**src/hw/mmu_settings.svh**
```systemverilog
// -------------------------------------------------------------------
// Sv32 MMU settings
// address widths, TLB depth and page table constants
// -------------------------------------------------------------------
`ifndef MMU_SETTINGS_SVH
`define MMU_SETTINGS_SVH

// virtual and physical address widths
`define MMU_VLEN          32
`define MMU_PLEN          34

// page number and offset fields
`define MMU_PPN_W         22
`define MMU_VPN_W         10
`define MMU_PAGE_OFFSET_W 12
`define MMU_ASID_W        9

`define MMU_TLB_ENTRIES   4
`define MMU_PTE_SIZE      4

`endif

```
**src/hw/mmu_pkg.sv**
```systemverilog
// -------------------------------------------------------------------
// Sv32 MMU types
// page table entry, privilege, exception causes and walker encodings
// -------------------------------------------------------------------
`include "mmu_settings.svh"

package mmu_pkg;

  // Sv32 page table entry with the flags in the low byte
  typedef struct packed {
    logic [`MMU_PPN_W-1:0] ppn;
    logic [1:0]            rsw;
    logic                  d;
    logic                  a;
    logic                  g;
    logic                  u;
    logic                  x;
    logic                  w;
    logic                  r;
    logic                  v;
  } pte_t;

  typedef enum logic [1:0] {
    PRIV_U = 2'b00,
    PRIV_S = 2'b01,
    PRIV_M = 2'b11
  } priv_lvl_e;

  // mcause codes of the data side
  typedef enum logic [3:0] {
    LD_ACCESS_FAULT  = 4'd5,
    ST_ACCESS_FAULT  = 4'd7,
    LOAD_PAGE_FAULT  = 4'd13,
    STORE_PAGE_FAULT = 4'd15
  } exc_cause_e;

  typedef enum logic [2:0] {
    IDLE,
    WAIT_L1,
    WAIT_L0,
    DONE,
    FAULT
  } ptw_state_e;

  typedef enum logic [1:0] {
    FAULT_NONE,
    FAULT_PAGE,
    FAULT_ACCESS
  } ptw_fault_e;

endpackage

```
**src/hw/tlb_update_if.sv**
```systemverilog
// -------------------------------------------------------------------
// TLB fill channel from the page table walker to the TLB
// -------------------------------------------------------------------
`timescale 1ns/1ps
`include "mmu_settings.svh"

interface tlb_update_if
  import mmu_pkg::*;
();

  // single-cycle fill strobe
  logic                    valid;
  logic [2*`MMU_VPN_W-1:0] vpn;
  logic [`MMU_ASID_W-1:0]  asid;
  pte_t                    pte;
  logic                    superpage;

  modport ptw (output valid, vpn, asid, pte, superpage);
  modport tlb (input valid, vpn, asid, pte, superpage);

endinterface

```
**src/hw/tlb_entry.sv**
```systemverilog
// -------------------------------------------------------------------
// TLB entry
// holds one translation and compares it against the lookup address
// -------------------------------------------------------------------
`timescale 1ns/1ps
`include "mmu_settings.svh"

module tlb_entry
  import mmu_pkg::*;
(
  input  logic                    clk_i,
  input  logic                    rst_ni,
  input  logic                    flush_i,
  input  logic                    write_i,
  input  logic [2*`MMU_VPN_W-1:0] upd_vpn_i,
  input  logic [`MMU_ASID_W-1:0]  upd_asid_i,
  input  pte_t                    upd_pte_i,
  input  logic                    upd_superpage_i,
  input  logic [`MMU_VLEN-1:0]    lu_vaddr_i,
  input  logic [`MMU_ASID_W-1:0]  lu_asid_i,
  output logic                    match_o,
  output pte_t                    pte_o,
  output logic                    superpage_o
);

  logic                    valid_q;
  logic [2*`MMU_VPN_W-1:0] vpn_q;
  logic [`MMU_ASID_W-1:0]  asid_q;
  logic [`MMU_VPN_W-1:0]   lu_vpn1;
  logic [`MMU_VPN_W-1:0]   lu_vpn0;
  logic                    asid_ok;
  logic                    vpn_ok;

  always_ff @(posedge clk_i or negedge rst_ni) begin : valid_reg
    if (!rst_ni) begin
      valid_q <= 1'b0;
    end else if (flush_i) begin
      valid_q <= 1'b0;
    end else if (write_i) begin
      valid_q <= 1'b1;
    end
  end

  always_ff @(posedge clk_i) begin : tag_reg
    if (write_i) begin
      vpn_q       <= upd_vpn_i;
      asid_q      <= upd_asid_i;
      pte_o       <= upd_pte_i;
      superpage_o <= upd_superpage_i;
    end
  end

  assign lu_vpn1 = lu_vaddr_i[`MMU_VLEN-1 -: `MMU_VPN_W];
  assign lu_vpn0 = lu_vaddr_i[`MMU_PAGE_OFFSET_W +: `MMU_VPN_W];

  // global pages ignore the ASID
  assign asid_ok = pte_o.g || (asid_q == lu_asid_i);
  // a superpage covers all of vpn[0]
  assign vpn_ok  = (vpn_q[2*`MMU_VPN_W-1 -: `MMU_VPN_W] == lu_vpn1) &&
                   (superpage_o || (vpn_q[`MMU_VPN_W-1:0] == lu_vpn0));
  assign match_o = valid_q && asid_ok && vpn_ok;

endmodule

```
**src/hw/sv32_tlb.sv**
```systemverilog
// -------------------------------------------------------------------
// Sv32 data TLB
// fully associative, round-robin replacement, same-cycle lookup
// -------------------------------------------------------------------
`timescale 1ns/1ps
`include "mmu_settings.svh"

module sv32_tlb
  import mmu_pkg::*;
#(
  parameter int unsigned NrEntries = `MMU_TLB_ENTRIES
) (
  input  logic                   clk_i,
  input  logic                   rst_ni,
  input  logic                   flush_i,
  input  logic                   lu_access_i,
  input  logic [`MMU_VLEN-1:0]   lu_vaddr_i,
  input  logic [`MMU_ASID_W-1:0] lu_asid_i,
  tlb_update_if.tlb              upd,
  output logic                   lu_hit_o,
  output pte_t                   lu_pte_o,
  output logic                   lu_superpage_o
);

  localparam int unsigned IdxW = $clog2(NrEntries);

  logic [IdxW-1:0]      victim_q;
  logic [NrEntries-1:0] write_en;
  logic [NrEntries-1:0] match;
  logic [NrEntries-1:0] superpage;
  pte_t                 entry_pte [NrEntries];

  // -----------------------------------------------------------------
  // entries
  // -----------------------------------------------------------------
  for (genvar i = 0; i < NrEntries; i++) begin : gen_entry
    // one-hot write enable from the victim pointer
    assign write_en[i] = upd.valid && (victim_q == IdxW'(i));

    tlb_entry i_entry (
      .clk_i          (clk_i),
      .rst_ni         (rst_ni),
      .flush_i        (flush_i),
      .write_i        (write_en[i]),
      .upd_vpn_i      (upd.vpn),
      .upd_asid_i     (upd.asid),
      .upd_pte_i      (upd.pte),
      .upd_superpage_i(upd.superpage),
      .lu_vaddr_i     (lu_vaddr_i),
      .lu_asid_i      (lu_asid_i),
      .match_o        (match[i]),
      .pte_o          (entry_pte[i]),
      .superpage_o    (superpage[i])
    );
  end

  // -----------------------------------------------------------------
  // replacement
  // -----------------------------------------------------------------
  always_ff @(posedge clk_i or negedge rst_ni) begin : victim_ptr
    if (!rst_ni) begin
      victim_q <= '0;
    end else if (upd.valid) begin
      victim_q <= (victim_q == IdxW'(NrEntries - 1)) ? '0 : victim_q + IdxW'(1);
    end
  end

  // -----------------------------------------------------------------
  // hit selection
  // -----------------------------------------------------------------
  always_comb begin : hit_select
    lu_hit_o       = lu_access_i && (|match);
    lu_pte_o       = '0;
    lu_superpage_o = 1'b0;
    // at most one entry matches a given page
    for (int unsigned i = 0; i < NrEntries; i++) begin
      if (match[i]) begin
        lu_pte_o       = entry_pte[i];
        lu_superpage_o = superpage[i];
      end
    end
  end

endmodule

```
**src/hw/sv32_ptw.sv**
```systemverilog
// -------------------------------------------------------------------
// Sv32 page table walker
// two-level walk over a read-only Wishbone classic master, fills the TLB
// -------------------------------------------------------------------
`timescale 1ns/1ps
`include "mmu_settings.svh"

module sv32_ptw
  import mmu_pkg::*;
(
  input  logic                   clk_i,
  input  logic                   rst_ni,
  input  logic                   walk_req_i,
  input  logic [`MMU_VLEN-1:0]   vaddr_i,
  input  logic [`MMU_ASID_W-1:0] asid_i,
  input  logic [`MMU_PPN_W-1:0]  satp_ppn_i,
  tlb_update_if.ptw              upd,
  output ptw_fault_e             fault_o,
  output logic                   wb_cyc_o,
  output logic                   wb_stb_o,
  output logic [`MMU_PLEN-1:0]   wb_adr_o,
  input  logic [31:0]            wb_dat_i,
  input  logic                   wb_ack_i,
  input  logic                   wb_err_i
);

  localparam int unsigned PLen = `MMU_PLEN;

  ptw_state_e             state_q;
  ptw_fault_e             fault_q;
  logic                   cyc_q;
  logic [`MMU_PLEN-1:0]   adr_q;
  logic [`MMU_VLEN-1:0]   vaddr_q;
  logic [`MMU_ASID_W-1:0] asid_q;
  pte_t                   pte_q;
  logic                   superpage_q;
  pte_t                   rd_pte;
  logic                   rd_done;
  logic                   leaf;
  logic                   bad_pte;
  logic                   pg_fault_l1;
  logic                   pg_fault_l0;

  // table base plus the VPN slice scaled by the entry size
  function automatic logic [`MMU_PLEN-1:0] pte_addr(input logic [`MMU_PPN_W-1:0] ppn,
                                                    input logic [`MMU_VPN_W-1:0] vpn);
    return (PLen'(ppn) << `MMU_PAGE_OFFSET_W) + PLen'(vpn) * `MMU_PTE_SIZE;
  endfunction

  // -----------------------------------------------------------------
  // entry classification
  // -----------------------------------------------------------------
  assign rd_pte      = pte_t'(wb_dat_i);
  assign rd_done     = cyc_q && (wb_ack_i || wb_err_i);
  assign leaf        = rd_pte.r || rd_pte.x;
  // invalid, or the reserved w-without-r encoding
  assign bad_pte     = !rd_pte.v || (rd_pte.w && !rd_pte.r);
  // a superpage must be 4 MiB aligned
  assign pg_fault_l1 = bad_pte || (leaf && (|rd_pte.ppn[`MMU_VPN_W-1:0]));
  assign pg_fault_l0 = bad_pte || !leaf;

  // -----------------------------------------------------------------
  // walk FSM
  // -----------------------------------------------------------------
  always_ff @(posedge clk_i or negedge rst_ni) begin : fsm
    if (!rst_ni) begin
      state_q <= IDLE;
      fault_q <= FAULT_NONE;
      cyc_q   <= 1'b0;
    end else begin
      case (state_q)
        IDLE: begin
          if (walk_req_i) begin
            state_q <= WAIT_L1;
            cyc_q   <= 1'b1;
          end
        end
        WAIT_L1: begin
          if (rd_done) begin
            cyc_q <= 1'b0;
            if (wb_err_i || pg_fault_l1) begin
              state_q <= FAULT;
              fault_q <= wb_err_i ? FAULT_ACCESS : FAULT_PAGE;
            end else begin
              state_q <= leaf ? DONE : WAIT_L0;
            end
          end
        end
        WAIT_L0: begin
          // bus idles one cycle between the two reads
          if (!cyc_q) begin
            cyc_q <= 1'b1;
          end else if (rd_done) begin
            cyc_q <= 1'b0;
            if (wb_err_i || pg_fault_l0) begin
              state_q <= FAULT;
              fault_q <= wb_err_i ? FAULT_ACCESS : FAULT_PAGE;
            end else begin
              state_q <= DONE;
            end
          end
        end
        default: begin
          state_q <= IDLE;
        end
      endcase
    end
  end

  always_ff @(posedge clk_i) begin : walk_data
    if ((state_q == IDLE) && walk_req_i) begin
      vaddr_q <= vaddr_i;
      asid_q  <= asid_i;
      adr_q   <= pte_addr(satp_ppn_i, vaddr_i[`MMU_VLEN-1 -: `MMU_VPN_W]);
    end else if (rd_done) begin
      pte_q       <= rd_pte;
      superpage_q <= (state_q == WAIT_L1);
      // next-level address used only after a pointer entry
      adr_q       <= pte_addr(rd_pte.ppn, vaddr_q[`MMU_PAGE_OFFSET_W +: `MMU_VPN_W]);
    end
  end

  // -----------------------------------------------------------------
  // outputs
  // -----------------------------------------------------------------
  assign wb_cyc_o = cyc_q;
  assign wb_stb_o = cyc_q;
  assign wb_adr_o = adr_q;
  assign fault_o  = (state_q == FAULT) ? fault_q : FAULT_NONE;

  assign upd.valid     = (state_q == DONE);
  assign upd.vpn       = vaddr_q[`MMU_VLEN-1:`MMU_PAGE_OFFSET_W];
  assign upd.asid      = asid_q;
  assign upd.pte       = pte_q;
  assign upd.superpage = superpage_q;

endmodule

```
**src/hw/lsu_xlate.sv**
```systemverilog
// -------------------------------------------------------------------
// LSU translation stage
// accepts requests, registers the lookup and raises page/access faults
// -------------------------------------------------------------------
`timescale 1ns/1ps
`include "mmu_settings.svh"

module lsu_xlate
  import mmu_pkg::*;
(
  input  logic                 clk_i,
  input  logic                 rst_ni,
  input  logic                 en_translation_i,
  input  priv_lvl_e            priv_lvl_i,
  input  logic                 sum_i,
  input  logic                 lsu_req_i,
  input  logic [`MMU_VLEN-1:0] lsu_vaddr_i,
  input  logic                 lsu_is_store_i,
  input  logic                 tlb_hit_i,
  input  pte_t                 tlb_pte_i,
  input  logic                 tlb_superpage_i,
  input  ptw_fault_e           ptw_fault_i,
  output logic                 walk_req_o,
  output logic                 lsu_dtlb_hit_o,
  output logic                 lsu_valid_o,
  output logic [`MMU_PLEN-1:0] lsu_paddr_o,
  output logic                 lsu_exc_valid_o,
  output exc_cause_e           lsu_exc_cause_o,
  output logic [`MMU_VLEN-1:0] lsu_exc_tval_o
);

  localparam int unsigned PLen  = `MMU_PLEN;
  // offset width inside a 4 MiB superpage
  localparam int unsigned SpOfs = `MMU_VPN_W + `MMU_PAGE_OFFSET_W;

  logic                 capture;
  logic                 valid_q;
  logic                 xlate_q;
  logic                 store_q;
  logic                 super_q;
  logic                 sum_q;
  priv_lvl_e            priv_q;
  logic [`MMU_VLEN-1:0] vaddr_q;
  pte_t                 pte_q;
  ptw_fault_e           fault_q;
  logic                 priv_err;
  logic                 page_fault;

  // -----------------------------------------------------------------
  // acceptance
  // -----------------------------------------------------------------
  assign lsu_dtlb_hit_o = en_translation_i ? tlb_hit_i : 1'b1;
  assign walk_req_o     = lsu_req_i && en_translation_i && !tlb_hit_i;
  // a walk fault completes the held request
  assign capture        = (lsu_req_i && lsu_dtlb_hit_o) || (ptw_fault_i != FAULT_NONE);

  always_ff @(posedge clk_i or negedge rst_ni) begin : valid_reg
    if (!rst_ni) begin
      valid_q <= 1'b0;
    end else begin
      valid_q <= capture;
    end
  end

  always_ff @(posedge clk_i) begin : stage_reg
    if (capture) begin
      xlate_q <= en_translation_i;
      vaddr_q <= lsu_vaddr_i;
      store_q <= lsu_is_store_i;
      priv_q  <= priv_lvl_i;
      sum_q   <= sum_i;
      pte_q   <= tlb_pte_i;
      super_q <= tlb_superpage_i;
      fault_q <= ptw_fault_i;
    end
  end

  // -----------------------------------------------------------------
  // physical address
  // -----------------------------------------------------------------
  always_comb begin : paddr_sel
    if (!xlate_q) begin
      lsu_paddr_o = PLen'(vaddr_q);
    end else if (super_q) begin
      lsu_paddr_o = {pte_q.ppn[`MMU_PPN_W-1:`MMU_VPN_W], vaddr_q[SpOfs-1:0]};
    end else begin
      lsu_paddr_o = {pte_q.ppn, vaddr_q[`MMU_PAGE_OFFSET_W-1:0]};
    end
  end

  // -----------------------------------------------------------------
  // exceptions
  // -----------------------------------------------------------------
  // S touches a U page only with SUM, U never touches an S page
  assign priv_err = ((priv_q == PRIV_S) && pte_q.u && !sum_q) ||
                    ((priv_q == PRIV_U) && !pte_q.u);

  always_comb begin : exc_check
    // all five permission checks raise the same page fault cause
    page_fault = priv_err ||
                 (!store_q && !pte_q.r) ||
                 (store_q && !pte_q.w) ||
                 !pte_q.a ||
                 (store_q && !pte_q.d);
    lsu_exc_cause_o = store_q ? STORE_PAGE_FAULT : LOAD_PAGE_FAULT;
    if (fault_q == FAULT_ACCESS) begin
      lsu_exc_cause_o = store_q ? ST_ACCESS_FAULT : LD_ACCESS_FAULT;
    end
    lsu_exc_valid_o = valid_q && xlate_q && ((fault_q != FAULT_NONE) || page_fault);
  end

  assign lsu_valid_o    = valid_q;
  assign lsu_exc_tval_o = vaddr_q;

endmodule

```
**src/hw/sv32_mmu.sv**
```systemverilog
// -------------------------------------------------------------------
// Sv32 data MMU
// TLB, page table walker and translation stage
// -------------------------------------------------------------------
`timescale 1ns/1ps
`include "mmu_settings.svh"

module sv32_mmu
  import mmu_pkg::*;
(
  input  logic                   clk_i,
  input  logic                   rst_ni,
  input  logic                   en_translation_i,
  input  logic                   flush_tlb_i,
  input  logic [`MMU_PPN_W-1:0]  satp_ppn_i,
  input  logic [`MMU_ASID_W-1:0] asid_i,
  input  priv_lvl_e              priv_lvl_i,
  input  logic                   sum_i,
  // LSU side
  input  logic                   lsu_req_i,
  input  logic [`MMU_VLEN-1:0]   lsu_vaddr_i,
  input  logic                   lsu_is_store_i,
  output logic                   lsu_dtlb_hit_o,
  output logic                   lsu_valid_o,
  output logic [`MMU_PLEN-1:0]   lsu_paddr_o,
  output logic                   lsu_exc_valid_o,
  output exc_cause_e             lsu_exc_cause_o,
  output logic [`MMU_VLEN-1:0]   lsu_exc_tval_o,
  // Wishbone master, reads only
  output logic                   wb_cyc_o,
  output logic                   wb_stb_o,
  output logic [`MMU_PLEN-1:0]   wb_adr_o,
  input  logic [31:0]            wb_dat_i,
  input  logic                   wb_ack_i,
  input  logic                   wb_err_i
);

  logic       tlb_hit;
  pte_t       tlb_pte;
  logic       tlb_superpage;
  logic       walk_req;
  ptw_fault_e ptw_fault;

  tlb_update_if upd_if ();

  sv32_tlb i_tlb (
    .clk_i         (clk_i),
    .rst_ni        (rst_ni),
    .flush_i       (flush_tlb_i),
    .lu_access_i   (lsu_req_i),
    .lu_vaddr_i    (lsu_vaddr_i),
    .lu_asid_i     (asid_i),
    .upd           (upd_if.tlb),
    .lu_hit_o      (tlb_hit),
    .lu_pte_o      (tlb_pte),
    .lu_superpage_o(tlb_superpage)
  );

  sv32_ptw i_ptw (
    .clk_i     (clk_i),
    .rst_ni    (rst_ni),
    .walk_req_i(walk_req),
    .vaddr_i   (lsu_vaddr_i),
    .asid_i    (asid_i),
    .satp_ppn_i(satp_ppn_i),
    .upd       (upd_if.ptw),
    .fault_o   (ptw_fault),
    .wb_cyc_o  (wb_cyc_o),
    .wb_stb_o  (wb_stb_o),
    .wb_adr_o  (wb_adr_o),
    .wb_dat_i  (wb_dat_i),
    .wb_ack_i  (wb_ack_i),
    .wb_err_i  (wb_err_i)
  );

  lsu_xlate i_xlate (
    .clk_i           (clk_i),
    .rst_ni          (rst_ni),
    .en_translation_i(en_translation_i),
    .priv_lvl_i      (priv_lvl_i),
    .sum_i           (sum_i),
    .lsu_req_i       (lsu_req_i),
    .lsu_vaddr_i     (lsu_vaddr_i),
    .lsu_is_store_i  (lsu_is_store_i),
    .tlb_hit_i       (tlb_hit),
    .tlb_pte_i       (tlb_pte),
    .tlb_superpage_i (tlb_superpage),
    .ptw_fault_i     (ptw_fault),
    .walk_req_o      (walk_req),
    .lsu_dtlb_hit_o  (lsu_dtlb_hit_o),
    .lsu_valid_o     (lsu_valid_o),
    .lsu_paddr_o     (lsu_paddr_o),
    .lsu_exc_valid_o (lsu_exc_valid_o),
    .lsu_exc_cause_o (lsu_exc_cause_o),
    .lsu_exc_tval_o  (lsu_exc_tval_o)
  );

endmodule

```
**config.mk**
```make
export PLATFORM = sky130hd
export DESIGN_NAME = sv32_mmu
export DESIGN_NICKNAME = d
export VERILOG_FILES = /design/src/hw/mmu_pkg.sv /design/src/hw/tlb_update_if.sv /design/src/hw/tlb_entry.sv /design/src/hw/sv32_tlb.sv /design/src/hw/sv32_ptw.sv /design/src/hw/lsu_xlate.sv /design/src/hw/sv32_mmu.sv
export VERILOG_INCLUDE_DIRS = /design/src /design/src/hw
export SDC_FILE = /design/constraint.sdc
export NUM_CORES = 1
export LEC_CHECK = 0
export BUFFER_PORTS_ARGS = -buffer_cell sky130_fd_sc_hd__buf_2
export CAP_MARGIN = 30
export CORE_UTILIZATION = 30
export DETAILED_ROUTE_END_ITERATION = 6
export MAX_ROUTING_LAYER = met4
export PLACE_DENSITY = 0.45
export SLEW_MARGIN = 20
export SYNTH_ARGS = -nofsm -noshare
export SYNTH_HDL_FRONTEND = slang
export SYNTH_SLANG_ARGS = --single-unit
```
**constraint.sdc**
```tcl
create_clock -name clk_i -period 9.5 [get_ports clk_i]
set_input_delay 0.95 -clock clk_i [delete_from_list [all_inputs] [get_ports clk_i]]
set_output_delay 0.95 -clock clk_i [all_outputs]
set_load 0.01 [all_outputs]
```
==> results of run 1 <==
## worst max-delay path, stage by stage
cell                      delay (ns)
sky130_fd_sc_hd__buf_2          0.14
sky130_fd_sc_hd__xor2_1         0.17
sky130_fd_sc_hd__nor4_1         0.48
sky130_fd_sc_hd__a41oi_2        0.17
sky130_fd_sc_hd__buf_4          0.29
sky130_fd_sc_hd__nor4_1         0.70
sky130_fd_sc_hd__nor4_4         0.20
sky130_fd_sc_hd__o21ai_0        0.22
sky130_fd_sc_hd__buf_2          0.17
## power by group
| part | leakage (nW) | internal (W) | switching [W] | total, W |
|---|---|---|---|---|
| sequential | 3.75 | 0.00217 | 0.0000996 | 0.00227 |
| combinational | 2.23 | 0.000179 | 0.000288 | 0.000468 |
| clock | 0.699 | 0.00101 | 0.000707 | 0.00172 |
## layout by cell type (no fill, tap or decap), types with 26 or more instances in the layout
cell                          n
sky130_fd_sc_hd__a21oi_1     29
sky130_fd_sc_hd__nand2_1     35
sky130_fd_sc_hd__edfxtp_1   389
sky130_fd_sc_hd__buf_2      208
sky130_fd_sc_hd__mux2_2      26
sky130_fd_sc_hd__xnor2_1     53
sky130_fd_sc_hd__mux2_4      27
sky130_fd_sc_hd__nor4_1      40
sky130_fd_sc_hd__clkbuf_16   47
sky130_fd_sc_hd__xor2_1      60
sky130_fd_sc_hd__o21ai_0     43
## metal layers
| metal | vias up | part of all wire | track usage | wire [um] |
|---|---|---|---|---|
| li1 | 4060 | - | - | - |
| met1 | 4429 | 0.46 | 0.202 | 18300 |
| met2 | 258 | 0.47 | 0.239 | 18600 |
| met3 | 63 | 0.051 | 0.0314 | 2020 |
| met4 | 0 | 0.021 | 0.0411 | 849 |
| met5 | - | 0 | - | 0 |
## how the worst max path moves through the flow
stage / cells after the start / start / end / slack (ns)
floorplan: 7 / lsu_vaddr_i[30] / i_ptw.upd.pte[10] / 5.41
global placement: 9 / asid_i[6] / i_ptw.wb_adr_o[19] / 4.26
global route: 9 / lsu_vaddr_i[16] / i_ptw.vaddr_q[23] / 4.89
finish: 9 / asid_i[6] / lsu_dtlb_hit_o / 5.04
detailed placement: 9 / asid_i[2] / i_ptw.vaddr_q[20] / 4.45
CTS: 9 / lsu_vaddr_i[16] / i_ptw.upd.asid[8] / 5.05
## registers in the layout, indices dropped and copies added (netlist names), 2 cells and up
name                                 cells
i_ptw.fault_q                            2
i_ptw.state_q                            3
i_ptw.upd.asid                           9
i_ptw.upd.pte                           28
i_ptw.vaddr_q                           20
i_ptw.wb_adr_o                          32
i_tlb.gen_entry.i_entry.asid_q          36
i_tlb.gen_entry.i_entry.pte_o          112
i_tlb.gen_entry.i_entry.superpage_o      4
i_tlb.gen_entry.i_entry.valid_q          4
i_tlb.gen_entry.i_entry.vpn_q           80
i_tlb.victim_q                           2
i_xlate.fault_q                          2
i_xlate.lsu_exc_tval_o                  32
i_xlate.priv_q                           2
i_xlate.pte_q                           27
## synthesized netlist by cell type, types with 3 or more instances
cell,number
sky130_fd_sc_hd__edfxtp_1,389
sky130_fd_sc_hd__xor2_1,60
sky130_fd_sc_hd__xnor2_1,53
sky130_fd_sc_hd__o21ai_0,43
sky130_fd_sc_hd__nor4_1,40
sky130_fd_sc_hd__nand2_1,36
sky130_fd_sc_hd__a21oi_1,29
sky130_fd_sc_hd__mux2_4,27
sky130_fd_sc_hd__mux2_2,26
sky130_fd_sc_hd__a21boi_1,20
sky130_fd_sc_hd__clkbuf_1,20
sky130_fd_sc_hd__o21ai_1,20
sky130_fd_sc_hd__buf_4,18
sky130_fd_sc_hd__nor2_1,18
sky130_fd_sc_hd__nand4_1,16
sky130_fd_sc_hd__buf_2,15
sky130_fd_sc_hd__dfrtp_1,13
sky130_fd_sc_hd__nor3_1,9
sky130_fd_sc_hd__or3_1,9
sky130_fd_sc_hd__inv_1,8
sky130_fd_sc_hd__nand3_1,8
sky130_fd_sc_hd__a21boi_0,7
sky130_fd_sc_hd__buf_6,7
sky130_fd_sc_hd__a41oi_1,6
sky130_fd_sc_hd__and3_1,5
sky130_fd_sc_hd__and2_1,4
sky130_fd_sc_hd__ha_1,4
sky130_fd_sc_hd__xnor2_2,4
sky130_fd_sc_hd__or4_1,3
## per-stage QoR
| step | power, W | area, sq um | hold slack, ns | utilization | std cells |
|---|---|---|---|---|---|
| after floorplan | 0.00254 | 16000 | 0.441 | - | 951 |
| after global placement | 0.00278 | 17700 | 0.468 | 0.336 | 1803 |
| after detailed placement | 0.00279 | 17800 | 0.482 | 0.337 | 1805 |
| after CTS | 0.00453 | 19200 | 0.279 | 0.365 | 1885 |
| after global routing | 0.00464 | 19200 | 0.306 | 0.365 | 1887 |
| final | 0.00446 | 19200 | 0.305 | 0.365 | 1887 |
## logic make-up (layout without fill, tap and decap cells)
logic type / after synthesis / in the layout / synth area share
flip-flops: 402 / 402 / 0.751
AND/OR/NAND/NOR: 166 / 166 / 0.0597
AO/OA/AOI/OAI: 137 / 137 / 0.0519
XOR/XNOR: 117 / 117 / 0.0659
buffers and inverters: 68 / 315 / 0.0246
multiplexers: 53 / 53 / 0.0436
adder cells (fa/ha/maj): 4 / 4 / 0.00313
other: 2 / 5 / 0.000469
## final cells by class
| class | count | area share |
|---|---|---|
| Sequential cell | 402 | 0.624 |
| Timing Repair Buffer | 227 | 0.0643 |
| Tap cell | 688 | 0.0448 |
| Antenna cell | 1 | 0.000130 |
| Inverter | 8 | 0.00156 |
| Clock buffer | 53 | 0.0623 |
| Multi-Input combinational cell | 481 | 0.190 |
| Clock inverter | 27 | 0.0126 |
==> qor.log, run 1 <==
[timing] final hold violation count 0
[yosys] proportion of synthesized flip-flops having asynchronous set or reset 0.0323
[timing] setup repair after global routing missed its margin no
[yosys] Post-Synthesis Cells 949
[clocking] CTS clk-pin slew, worst paths 0.06 ns
[worst_hold_path] worst hold path class input pin to async pin
[run] number of max-cap violations 0
[clocking] count of buffers added by post-CTS timing repair for setup 0
[final_layout] Seq. cell area 12000 sq um
[yosys] proportion of netlist area held by the largest area contributor 0.730
[timing] slew at the pin closest to its max-slew limit 0.951 ns
[detailed_routing] detailed-route wire length per cell 21.1 um
[yosys] leading register cell type out of synthesis sky130_fd_sc_hd__edfxtp_1
[timing] aggregate negative setup slack 0 ns
[clocking] CTS H-Tree Depth 2
[yosys] Mapped Area 16000 sq um
[final_layout] layout filler cell count 4970
[setup_path] Critical Path Sink Type output pin
[yosys] number of flops mapped to enable cells by yosys 389
[floorplan] effective utilization at floorplan 0.304
[detailed_routing] total routed wirelength 39800 um
[global_routing] largest net degree at the start of global routing 62
[final_layout] net count of the finished layout 1276
[yosys] flops & latches, synth 402
[clocking] CTS tree yes
[timing] crit path time final 4.46 ns
[setup_path] required time at the endpoint of the critical path 8.55 ns
[clocking] total CTS buffers 46
[run_status] result of the run complete, no violations
[floorplan] Horiz. Die Dim 233 um
[clocking] Max Buffers Root-to-Sink 3
[detailed_routing] total iterations of the first detailed-routing run 6
[power] total power density per cell area 232 nW/um^2
[yosys] Synth area leader sky130_fd_sc_hd__edfxtp_1
[setup_path] CP Launch Type input pin
[yosys] Netlist cell types 52
[global_routing] first-pass GRT wire length 58800 um
[yosys] synthesized area per cell 16.9 sq um
[clocking] later-pin clock latency in the skew report 0.58 ns
[setup_path] critical path start-end classification input pin to output pin
[clocking] number of sinks driven by the clock tree 402
[placement] detailed placement HPWL 25200 um
[timing] worst setup margin 5.04 ns
[floorplan] full die area 54200 sq um
[placement] RePlAce Congestion 0.767
[clocking] cell at the root of the clock tree sky130_fd_sc_hd__clkbuf_16
[floorplan] chip height 233 um
[detailed_routing] total number of vias 8810
[final_layout] share of layout cells above drive strength 1 0.307
[global_routing] number of antenna violations at the first check in global routing 1
[setup_path] worst reg2reg path depth 8
[detailed_routing] Iter 0 DRT Violations 581
[placement] number of buffers added on ports 208
[setup_path] signal arrival time at the worst endpoint 3.51 ns
[timing] Max transition margin 0.366
[global_routing] vias in the first global route 9107
[floorplan] site row count 84
[setup_path] maximum fanout along the worst path 29
[timing] share of the clock period used by the worst path 0.469
[final_layout] area grow syn2layout 20.2%
[yosys] sequential area share after synthesis 0.751
[timing] maximum operating frequency 0.224 GHz
[timing] fin. max-slew vios 0
[clocking] count of hold buffers inserted by post-cts repair 0
[power] worst IR drop on VDD 138 uV
[timing] Worst Skew 0.0264 ns
[power] static leakage power 6.67 nW
[timing] Setup Viol. Count Final 0
[global_routing] GRT Resource Usage Total 0.153
[setup_path] launch instance of the worst register-to-register path i_tlb.gen_entry[1].i_entry.asid_q[2]
[clocking] Post-CTS Resized 0
[floorplan] IO Count 215
[floorplan] placeable core region 52700 sq um
[setup_path] minimum setup slack among reg-to-reg paths 5.27 ns
[final_layout] total area of multi-input combinational cells 3660 sq um
[detailed_routing] count of nets left with antenna violations after detail routing 0
[yosys] cells taking the most area after synthesis sky130_fd_sc_hd__edfxtp_1 73%, sky130_fd_sc_hd__xor2_1 3.3%, sky130_fd_sc_hd__xnor2_1 2.9%
[detailed_routing] Avg Vias per Cell 4.67
[detailed_routing] post-route DRC violation count 0
[setup_path] Worst R2R End i_ptw.vaddr_q[23]
[yosys] total number of yosys warnings 0
[placement] minimum setup slack after placement 4.45 ns
[global_routing] grt ovf 0
Note: power is estimated with default switching activity, not from simulation.
==> run 2, diff against run 1 <==
Settings changed: PLACE_DENSITY 0.45 to 0.47.
Clock period 9.5 ns to 4 ns, I/O delays scaled along.
==> run 2 against run 1 <==
Non-clock buffer count is 37 higher; combinational power grew to 2.5 times the previous value; worst setup slack worse by 4.4 ns; global-route usage is 0.31 points higher; via count is 1.1% higher; largest cell class unchanged.
==> qor.log, run 2 (synthesized netlist as in run 1, its figures left out) <==
[run_status] result of the run complete, no violations
[final_layout] number of flip-flops under the largest register name 112
[floorplan] IO Count 215
[clocking] count of buffers added by post-CTS timing repair for setup 0
[floorplan] effective utilization at floorplan 0.304
[global_routing] grt ovf 0
[setup_path] Critical Path Sink Type output pin
[timing] slew at the pin closest to its max-slew limit 0.967 ns
[worst_hold_path] worst hold path class input pin to flip-flop
[detailed_routing] Avg Vias per Cell 4.62
[final_layout] net count of the finished layout 1313
[floorplan] full die area 54200 sq um
[detailed_routing] detailed-route wire length per cell 21.1 um
[final_layout] biggest registers after layout i_tlb.gen_entry.i_entry.pte_o x112, i_tlb.gen_entry.i_entry.vpn_q x80, i_tlb.gen_entry.i_entry.asid_q x36
[worst_hold_path] source of the worst hold timing path wb_dat_i[5]
[setup_path] required time at the endpoint of the critical path 3.60 ns
[timing] share of the clock period used by the worst path 0.852
[power] static leakage power 6.90 nW
[clocking] cell at the root of the clock tree sky130_fd_sc_hd__clkbuf_16
[clocking] number of sinks driven by the clock tree 402
[timing] fin. max-slew vios 0
[placement] detailed placement HPWL 26200 um
[power] total power density per cell area 550 nW/um^2
[setup_path] CP Launch Type flip-flop
[detailed_routing] post-route DRC violation count 0
[clocking] CTS tree yes
[floorplan] site row count 84
[clocking] later-pin clock latency in the skew report 0.58 ns
[setup_path] critical path start-end classification flip-flop to output pin
[clocking] CTS clk-pin slew, worst paths 0.06 ns
[timing] setup repair after global routing missed its margin no
[timing] crit path time final 3.41 ns
[floorplan] placeable core region 52700 sq um
[worst_hold_path] Worst Hold Depth 1
[global_routing] largest net degree at the start of global routing 69
[placement] minimum setup slack after placement 0.418 ns
[final_layout] layout filler cell count 4963
[run] number of max-cap violations 0
[timing] maximum operating frequency 0.294 GHz
[clocking] Max Buffers Root-to-Sink 3
[timing] aggregate negative setup slack 0 ns
[setup_path] minimum setup slack among reg-to-reg paths 0.88 ns
[timing] final hold violation count 0
[timing] Max transition margin 0.355
[detailed_routing] total number of vias 8904
[global_routing] GRT Resource Usage Total 0.156
[final_layout] share of layout cells above drive strength 1 0.305
[detailed_routing] total routed wirelength 40800 um
[placement] RePlAce Congestion 0.803
[floorplan] chip height 233 um
[final_layout] commonest cells after routing, fill and taps aside 389 x sky130_fd_sc_hd__edfxtp_1, 208 x sky130_fd_sc_hd__buf_2, 60 x sky130_fd_sc_hd__xor2_1
[final_layout] register with the most flip-flops i_tlb.gen_entry.i_entry.pte_o
[global_routing] number of antenna violations at the first check in global routing 2
[final_layout] area grow syn2layout 23.2%
[floorplan] Horiz. Die Dim 233 um
[final_layout] post-layout utilization of the core 0.374
[clocking] total CTS buffers 46
[final_layout] Seq. cell area 12000 sq um
[global_routing] vias in the first global route 9138
[timing] worst setup margin 0.593 ns
[setup_path] Worst R2R End i_xlate.lsu_exc_tval_o[13]
[setup_path] signal arrival time at the worst endpoint 3.01 ns
[detailed_routing] total iterations of the first detailed-routing run 5
[timing] worst slack on hold paths 0.0336 ns
[setup_path] launch instance of the worst register-to-register path i_tlb.gen_entry[0].i_entry.asid_q[4]
[detailed_routing] count of nets left with antenna violations after detail routing 0
[final_layout] most common cell after layout, fill and taps aside sky130_fd_sc_hd__edfxtp_1
[timing] Setup Viol. Count Final 0
[setup_path] worst reg2reg path depth 8
[setup_path] maximum fanout along the worst path 5
[timing] Worst Skew 0.0244 ns
[worst_hold_path] endpoint of the worst hold path i_ptw.upd.pte[5]
[clocking] CTS H-Tree Depth 2
[placement] number of buffers added on ports 208
[power] worst IR drop on VDD 283 uV
[detailed_routing] Iter 0 DRT Violations 654
[final_layout] total area of multi-input combinational cells 3670 sq um
[global_routing] first-pass GRT wire length 59700 um
==> run 2: changes by cell type in the layout (fill, tap and decap cells not counted), sizes merged, moves of 2 or more <==
cell         delta
clkinv          +6
bufinv          +3
buf             +6
dlygate4sd3    +31
clkbuf          -2
clkinvlp        -2
==> run 2: area by class of cell <==
cell class	instances	area share
timing repair buffer	264	0.0816
clock inverter	33	0.0185
inverter	8	0.00152
multi-input combinational	481	0.186
sequential	402	0.609
clock buffer	51	0.0593
antenna	2	0.000254
tap	688	0.0437
==> run 2: worst max-delay path, cell delays in order (launching register included) <==
cell and delay (ns):
sky130_fd_sc_hd__edfxtp_1 0.38, sky130_fd_sc_hd__xor2_1 0.15, sky130_fd_sc_hd__nor4_1 0.47, sky130_fd_sc_hd__a41oi_2 0.26, sky130_fd_sc_hd__nor4_1 0.53, sky130_fd_sc_hd__nor4_4 0.16, sky130_fd_sc_hd__o21ai_0 0.30, sky130_fd_sc_hd__buf_2 0.20
==> run 2: power by group <==
part | switching, W | internal [W]
combinational | 0.000706 | 0.000467
sequential | 0.000236 | 0.00516
clock | 0.00171 | 0.00257
==> run 2: timing repair <==
item	in CTS	in global routing
setup endpoints to repair	0	0
resized for setup	0	0
hold buffers	30	1
endpoints found under the hold margin	42	1
==> run 2: metrics by stage <==
step / area, sq um / std cells / total power (W)
2_1_floorplan: 16000 / 951 / 0.00604
3_3_place_gp: 17800 / 1811 / 0.00664
3_5_place_dp: 17800 / 1811 / 0.00666
4_1_cts: 19700 / 1925 / 0.0110
5_1_grt: 19700 / 1929 / 0.0113
6_report: 19700 / 1929 / 0.0108
==> run 2: worst max path at each step <==
stage                                             start                         end  slack, ns
floorplan                               lsu_vaddr_i[30]           i_ptw.upd.pte[10]       0.46
global placement                        lsu_vaddr_i[14]  i_xlate.lsu_exc_tval_o[13]       0.48
global route        i_tlb.gen_entry[1].i_entry.vpn_q[2]              lsu_dtlb_hit_o       0.35
CTS                 i_tlb.gen_entry[1].i_entry.vpn_q[2]              lsu_dtlb_hit_o       0.52
finish              i_tlb.gen_entry[1].i_entry.vpn_q[2]              lsu_dtlb_hit_o       0.59
detailed placement                      lsu_vaddr_i[14]  i_xlate.lsu_exc_tval_o[14]       0.42
==> run 2: routing by layer <==
layer,part of all wire,track usage,vias up
met5,0,-,-
met4,0.018,0.0388,0
met3,0.057,0.0350,52
met2,0.47,0.243,270
met1,0.46,0.207,4448
li1,-,-,4134
==> run 3, diff against run 2 <==
Settings changed: ABC_AREA set to 1, BUFFER_PORTS_ARGS -buffer_cell sky130_fd_sc_hd__buf_2 to -buffer_cell sky130_fd_sc_hd__clkbuf_2.
==> run 3 against run 2 <==
The run now ends with design-rule violations left; non-clock buffer count decreased by 1; first-iteration DRC count increased by 6.3%; flip-flop and latch count unchanged; synthesized area increased by 0.81%; critical path depth increased by 3; largest cell class unchanged.
==> qor.log, run 3 <==
[run_status] result of the run finished with violations
[run_status] violations in the final reports design-rule violations
[yosys] proportion of synthesized flip-flops having asynchronous set or reset 0.0323
[detailed_routing] Avg Vias per Cell 4.47
[yosys] post-synthesis share of cell area spent on full adders, half adders and majority gates 0.00310
[placement] number of buffers added on ports 208
[final_layout] share of layout cells above drive strength 1 0.229
[setup_path] CP Launch Type flip-flop
[yosys] sequential area share after synthesis 0.745
[yosys] Synth area leader sky130_fd_sc_hd__edfxtp_1
[setup_path] maximum fanout along the worst path 21
[timing] Max transition margin 0.389
[setup_path] CP top delay family simple AND/OR/NAND/NOR gates
[clocking] CTS clk-pin slew, worst paths 0.06 ns
[clocking] cell at the root of the clock tree sky130_fd_sc_hd__clkbuf_16
[final_layout] most common cell after layout, fill and taps aside sky130_fd_sc_hd__edfxtp_1
[setup_path] worst reg2reg path depth 12
[yosys] complex-gate fraction of the synthesized area 0.0493
[final_layout] Final Instance Count excl. Fillers 2230
[global_routing] number of antenna violations at the first check in global routing 1
[final_layout] commonest cells after routing, fill and taps aside 389 x sky130_fd_sc_hd__edfxtp_1, 333 x sky130_fd_sc_hd__nand2_1, 208 x sky130_fd_sc_hd__clkbuf_2
[detailed_routing] total routed wirelength 42200 um
[detailed_routing] detailed-route wire length per cell 18.9 um
[power] clock network fraction of total power 0.457
[final_layout] area grow syn2layout 22.5%
[final_layout] layout filler cell count 5127
[final_layout] net count of the finished layout 1617
[global_routing] GRT Resource Usage Total 0.160
[global_routing] met3 usage in global routing 0.0240
[yosys] total number of yosys warnings 0
[worst_hold_path] endpoint of the worst hold path i_ptw.upd.pte[27]
[worst_hold_path] Worst Hold Depth 1
[worst_hold_path] worst hold path class input pin to flip-flop
[yosys] Mapped Area 16100 sq um
[power] switching share of power 0.213
[timing] fin. max-slew vios 0
[floorplan] site row count 84
[floorplan] chip height 234 um
[worst_hold_path] source of the worst hold timing path wb_dat_i[27]
[floorplan] Horiz. Die Dim 234 um
[setup_path] Worst R2R End i_xlate.lsu_exc_tval_o[25]
[setup_path] critical-path cell with the highest stage delay sky130_fd_sc_hd__edfxtp_1
[setup_path] CP cell instances xnor2_1, nand2_1, nor2_1, nand3_1, nand2_1, nand3_4, nand2_2, o21ai_0, nand2_1, clkbuf_2
[final_layout] register with the most flip-flops i_tlb.gen_entry.i_entry.pte_o
[power] Sequential Power Share 0.508
[yosys] Netlist cell types 41
[yosys] cells taking the most area after synthesis sky130_fd_sc_hd__edfxtp_1 72%, sky130_fd_sc_hd__nand2_1 7.8%, sky130_fd_sc_hd__inv_1 2.2%
[run] number of max-cap violations 0
[global_routing] routing usage on met2 0.251
[power] Comb pwr share 0.034
[power] power spent charging and discharging nets 0.00193 W
[setup_path] Critical Path Sink Type output pin
[clocking] Max Buffers Root-to-Sink 3
[timing] crit path time final 2.81 ns
[setup_path] launch instance of the worst register-to-register path i_tlb.gen_entry[1].i_entry.asid_q[5]
[final_layout] Antenna Cells 0
[timing] final hold violation count 0
[setup_path] critical path start-end classification flip-flop to output pin
[yosys] most instantiated cells after synthesis 389 x sky130_fd_sc_hd__edfxtp_1, 335 x sky130_fd_sc_hd__nand2_1, 93 x sky130_fd_sc_hd__inv_1
[yosys] proportion of netlist area held by the largest area contributor 0.724
[yosys] xor/xnor cell area share of the yosys netlist 0.0277
[timing] setup repair after global routing missed its margin no
[power] worst IR drop on VDD 246 uV
[final_layout] biggest registers after layout i_tlb.gen_entry.i_entry.pte_o x112, i_tlb.gen_entry.i_entry.vpn_q x80, i_tlb.gen_entry.i_entry.asid_q x36
[setup_path] Largest stage delay, worst path 0.38 ns
[global_routing] layer carrying the most global-route usage met2
[clocking] CTS tree yes
[detailed_routing] Iter 0 DRT Violations 695
[floorplan] IO Count 215
[yosys] flops & latches, synth 402
[yosys] leading register cell type out of synthesis sky130_fd_sc_hd__edfxtp_1
[yosys] multiplexer share of the synthesized area 0.00698
[setup_path] signal arrival time at the worst endpoint 2.41 ns
[yosys] simple-gate share of the synthesized area 0.122
[clocking] number of sinks driven by the clock tree 402
[clocking] CTS H-Tree Depth 2
[timing] maximum operating frequency 0.356 GHz
[yosys] combinational family with the most area after synthesis simple AND/OR/NAND/NOR gates
[final_layout] number of flip-flops under the largest register name 112
[clocking] total CTS buffers 46
[power] internal power 0.00715 W
[yosys] Post-Synthesis Cells 1243
[floorplan] effective utilization at floorplan 0.305
[timing] aggregate negative setup slack 0 ns
[detailed_routing] count of nets left with antenna violations after detail routing 0
[setup_path] worst path bufs/invs 1
[power] static leakage power 7.77 nW
[global_routing] met1 GRT Util 0.210
[global_routing] largest net degree at the start of global routing 60
[global_routing] first-pass GRT wire length 61700 um
[final_layout] total area of multi-input combinational cells 3400 sq um
[placement] RePlAce Congestion 0.821
[power] total power density per cell area 460 nW/um^2
[setup_path] minimum setup slack among reg-to-reg paths 1.20 ns
[final_layout] Seq. cell area 12000 sq um
[detailed_routing] post-route DRC violation count 15
[clocking] Post-CTS Resized 0
[setup_path] Critical Path Most Common Cell sky130_fd_sc_hd__nand2_1
[placement] area after detailed placement 17900 sq um
[placement] detailed placement HPWL 27700 um
[clocking] later-pin clock latency in the skew report 0.59 ns
[floorplan] placeable core region 52900 sq um
[detailed_routing] total iterations of the first detailed-routing run 7
[timing] slew at the pin closest to its max-slew limit 0.917 ns
[timing] Setup Viol. Count Final 0
[timing] Worst Skew 0.0269 ns
[global_routing] grt ovf 0
[yosys] number of flops mapped to enable cells by yosys 389
[detailed_routing] total number of vias 9975
[timing] share of the clock period used by the worst path 0.703
[global_routing] vias in the first global route 10003
[final_layout] final instance area 19800 sq um
[yosys] count leader, synth sky130_fd_sc_hd__edfxtp_1
[yosys] synthesized area per cell 13.0 sq um
[setup_path] required time at the endpoint of the critical path 3.60 ns
[floorplan] full die area 54700 sq um
[placement] number of placed cells counting well taps 2111
==> run 3: repair_timing <==
action | CTS | global route
hold buffers | 36 | 0
endpoints found under the hold margin | 48 | 0
setup buffers | 0 | 0
==> run 3: logic make-up after synthesis <==
family,Yosys count
adder cells (fa/ha/maj),4
XOR/XNOR,51
other,2
multiplexers,10
AND/OR/NAND/NOR,480
flip-flops,402
AO/OA/AOI/OAI,133
buffers and inverters,161
==> run 3: cell type report <==
| type | instances | area share |
|---|---|---|
| tap | 688 | 0.0436 |
| inverter | 112 | 0.0216 |
| clock inverter | 26 | 0.0133 |
| clock buffer | 57 | 0.0614 |
| multi-input combinational | 682 | 0.172 |
| sequential | 402 | 0.608 |
| timing repair buffer | 263 | 0.0807 |
==> run 3: worst max-delay path by stage <==
| stage | startpoint | to | slack (ns) | depth (start not counted) |
|---|---|---|---|---|
| floorplan | i_ptw.state_q[0] | i_tlb.gen_entry[3].i_entry.asid_q[0] | 0.08 | 4 |
| global placement | lsu_vaddr_i[16] | i_xlate.lsu_exc_tval_o[22] | 0.86 | 13 |
| detailed placement | lsu_vaddr_i[16] | i_xlate.lsu_exc_tval_o[25] | 0.85 | 13 |
| CTS | i_tlb.gen_entry[1].i_entry.asid_q[4] | lsu_dtlb_hit_o | 1.13 | 10 |
| global route | i_tlb.gen_entry[1].i_entry.vpn_q[2] | i_xlate.lsu_exc_tval_o[25] | 0.86 | 12 |
| finish | i_tlb.gen_entry[1].i_entry.asid_q[5] | lsu_dtlb_hit_o | 1.19 | 10 |
==> run 3: per-layer routing <==
metal | up-vias | routed length [um]
met2 | 244 | 19900
met4 | 0 | 1090
met5 | - | 0
met1 | 4877 | 19200
met3 | 72 | 1930
li1 | 4782 | -
==> run 3: power groups by stage <==
stage                     clock [W]  combinational (W)  sequential [W]
after floorplan                   0           0.000129         0.00471
after global placement            0           0.000288         0.00470
after detailed placement          0           0.000289         0.00470
after CTS                   0.00427           0.000319         0.00462
after global routing        0.00442           0.000349         0.00462
final                       0.00415           0.000313         0.00462
==> run 3: per-stage QoR <==
step / utilization / hold WS [ns] / total power (W) / worst slack, ns
3_3_place_gp: 0.339 / 0.330 / 0.00499 / 0.863
4_1_cts: 0.374 / 0.000758 / 0.00920 / 1.13
2_1_floorplan: - / 0.104 / 0.00484 / 0.0841
3_5_place_dp: 0.339 / 0.339 / 0.00499 / 0.846
6_report: 0.374 / 0.0350 / 0.00908 / 1.19
5_1_grt: 0.374 / 0.0145 / 0.00939 / 0.861
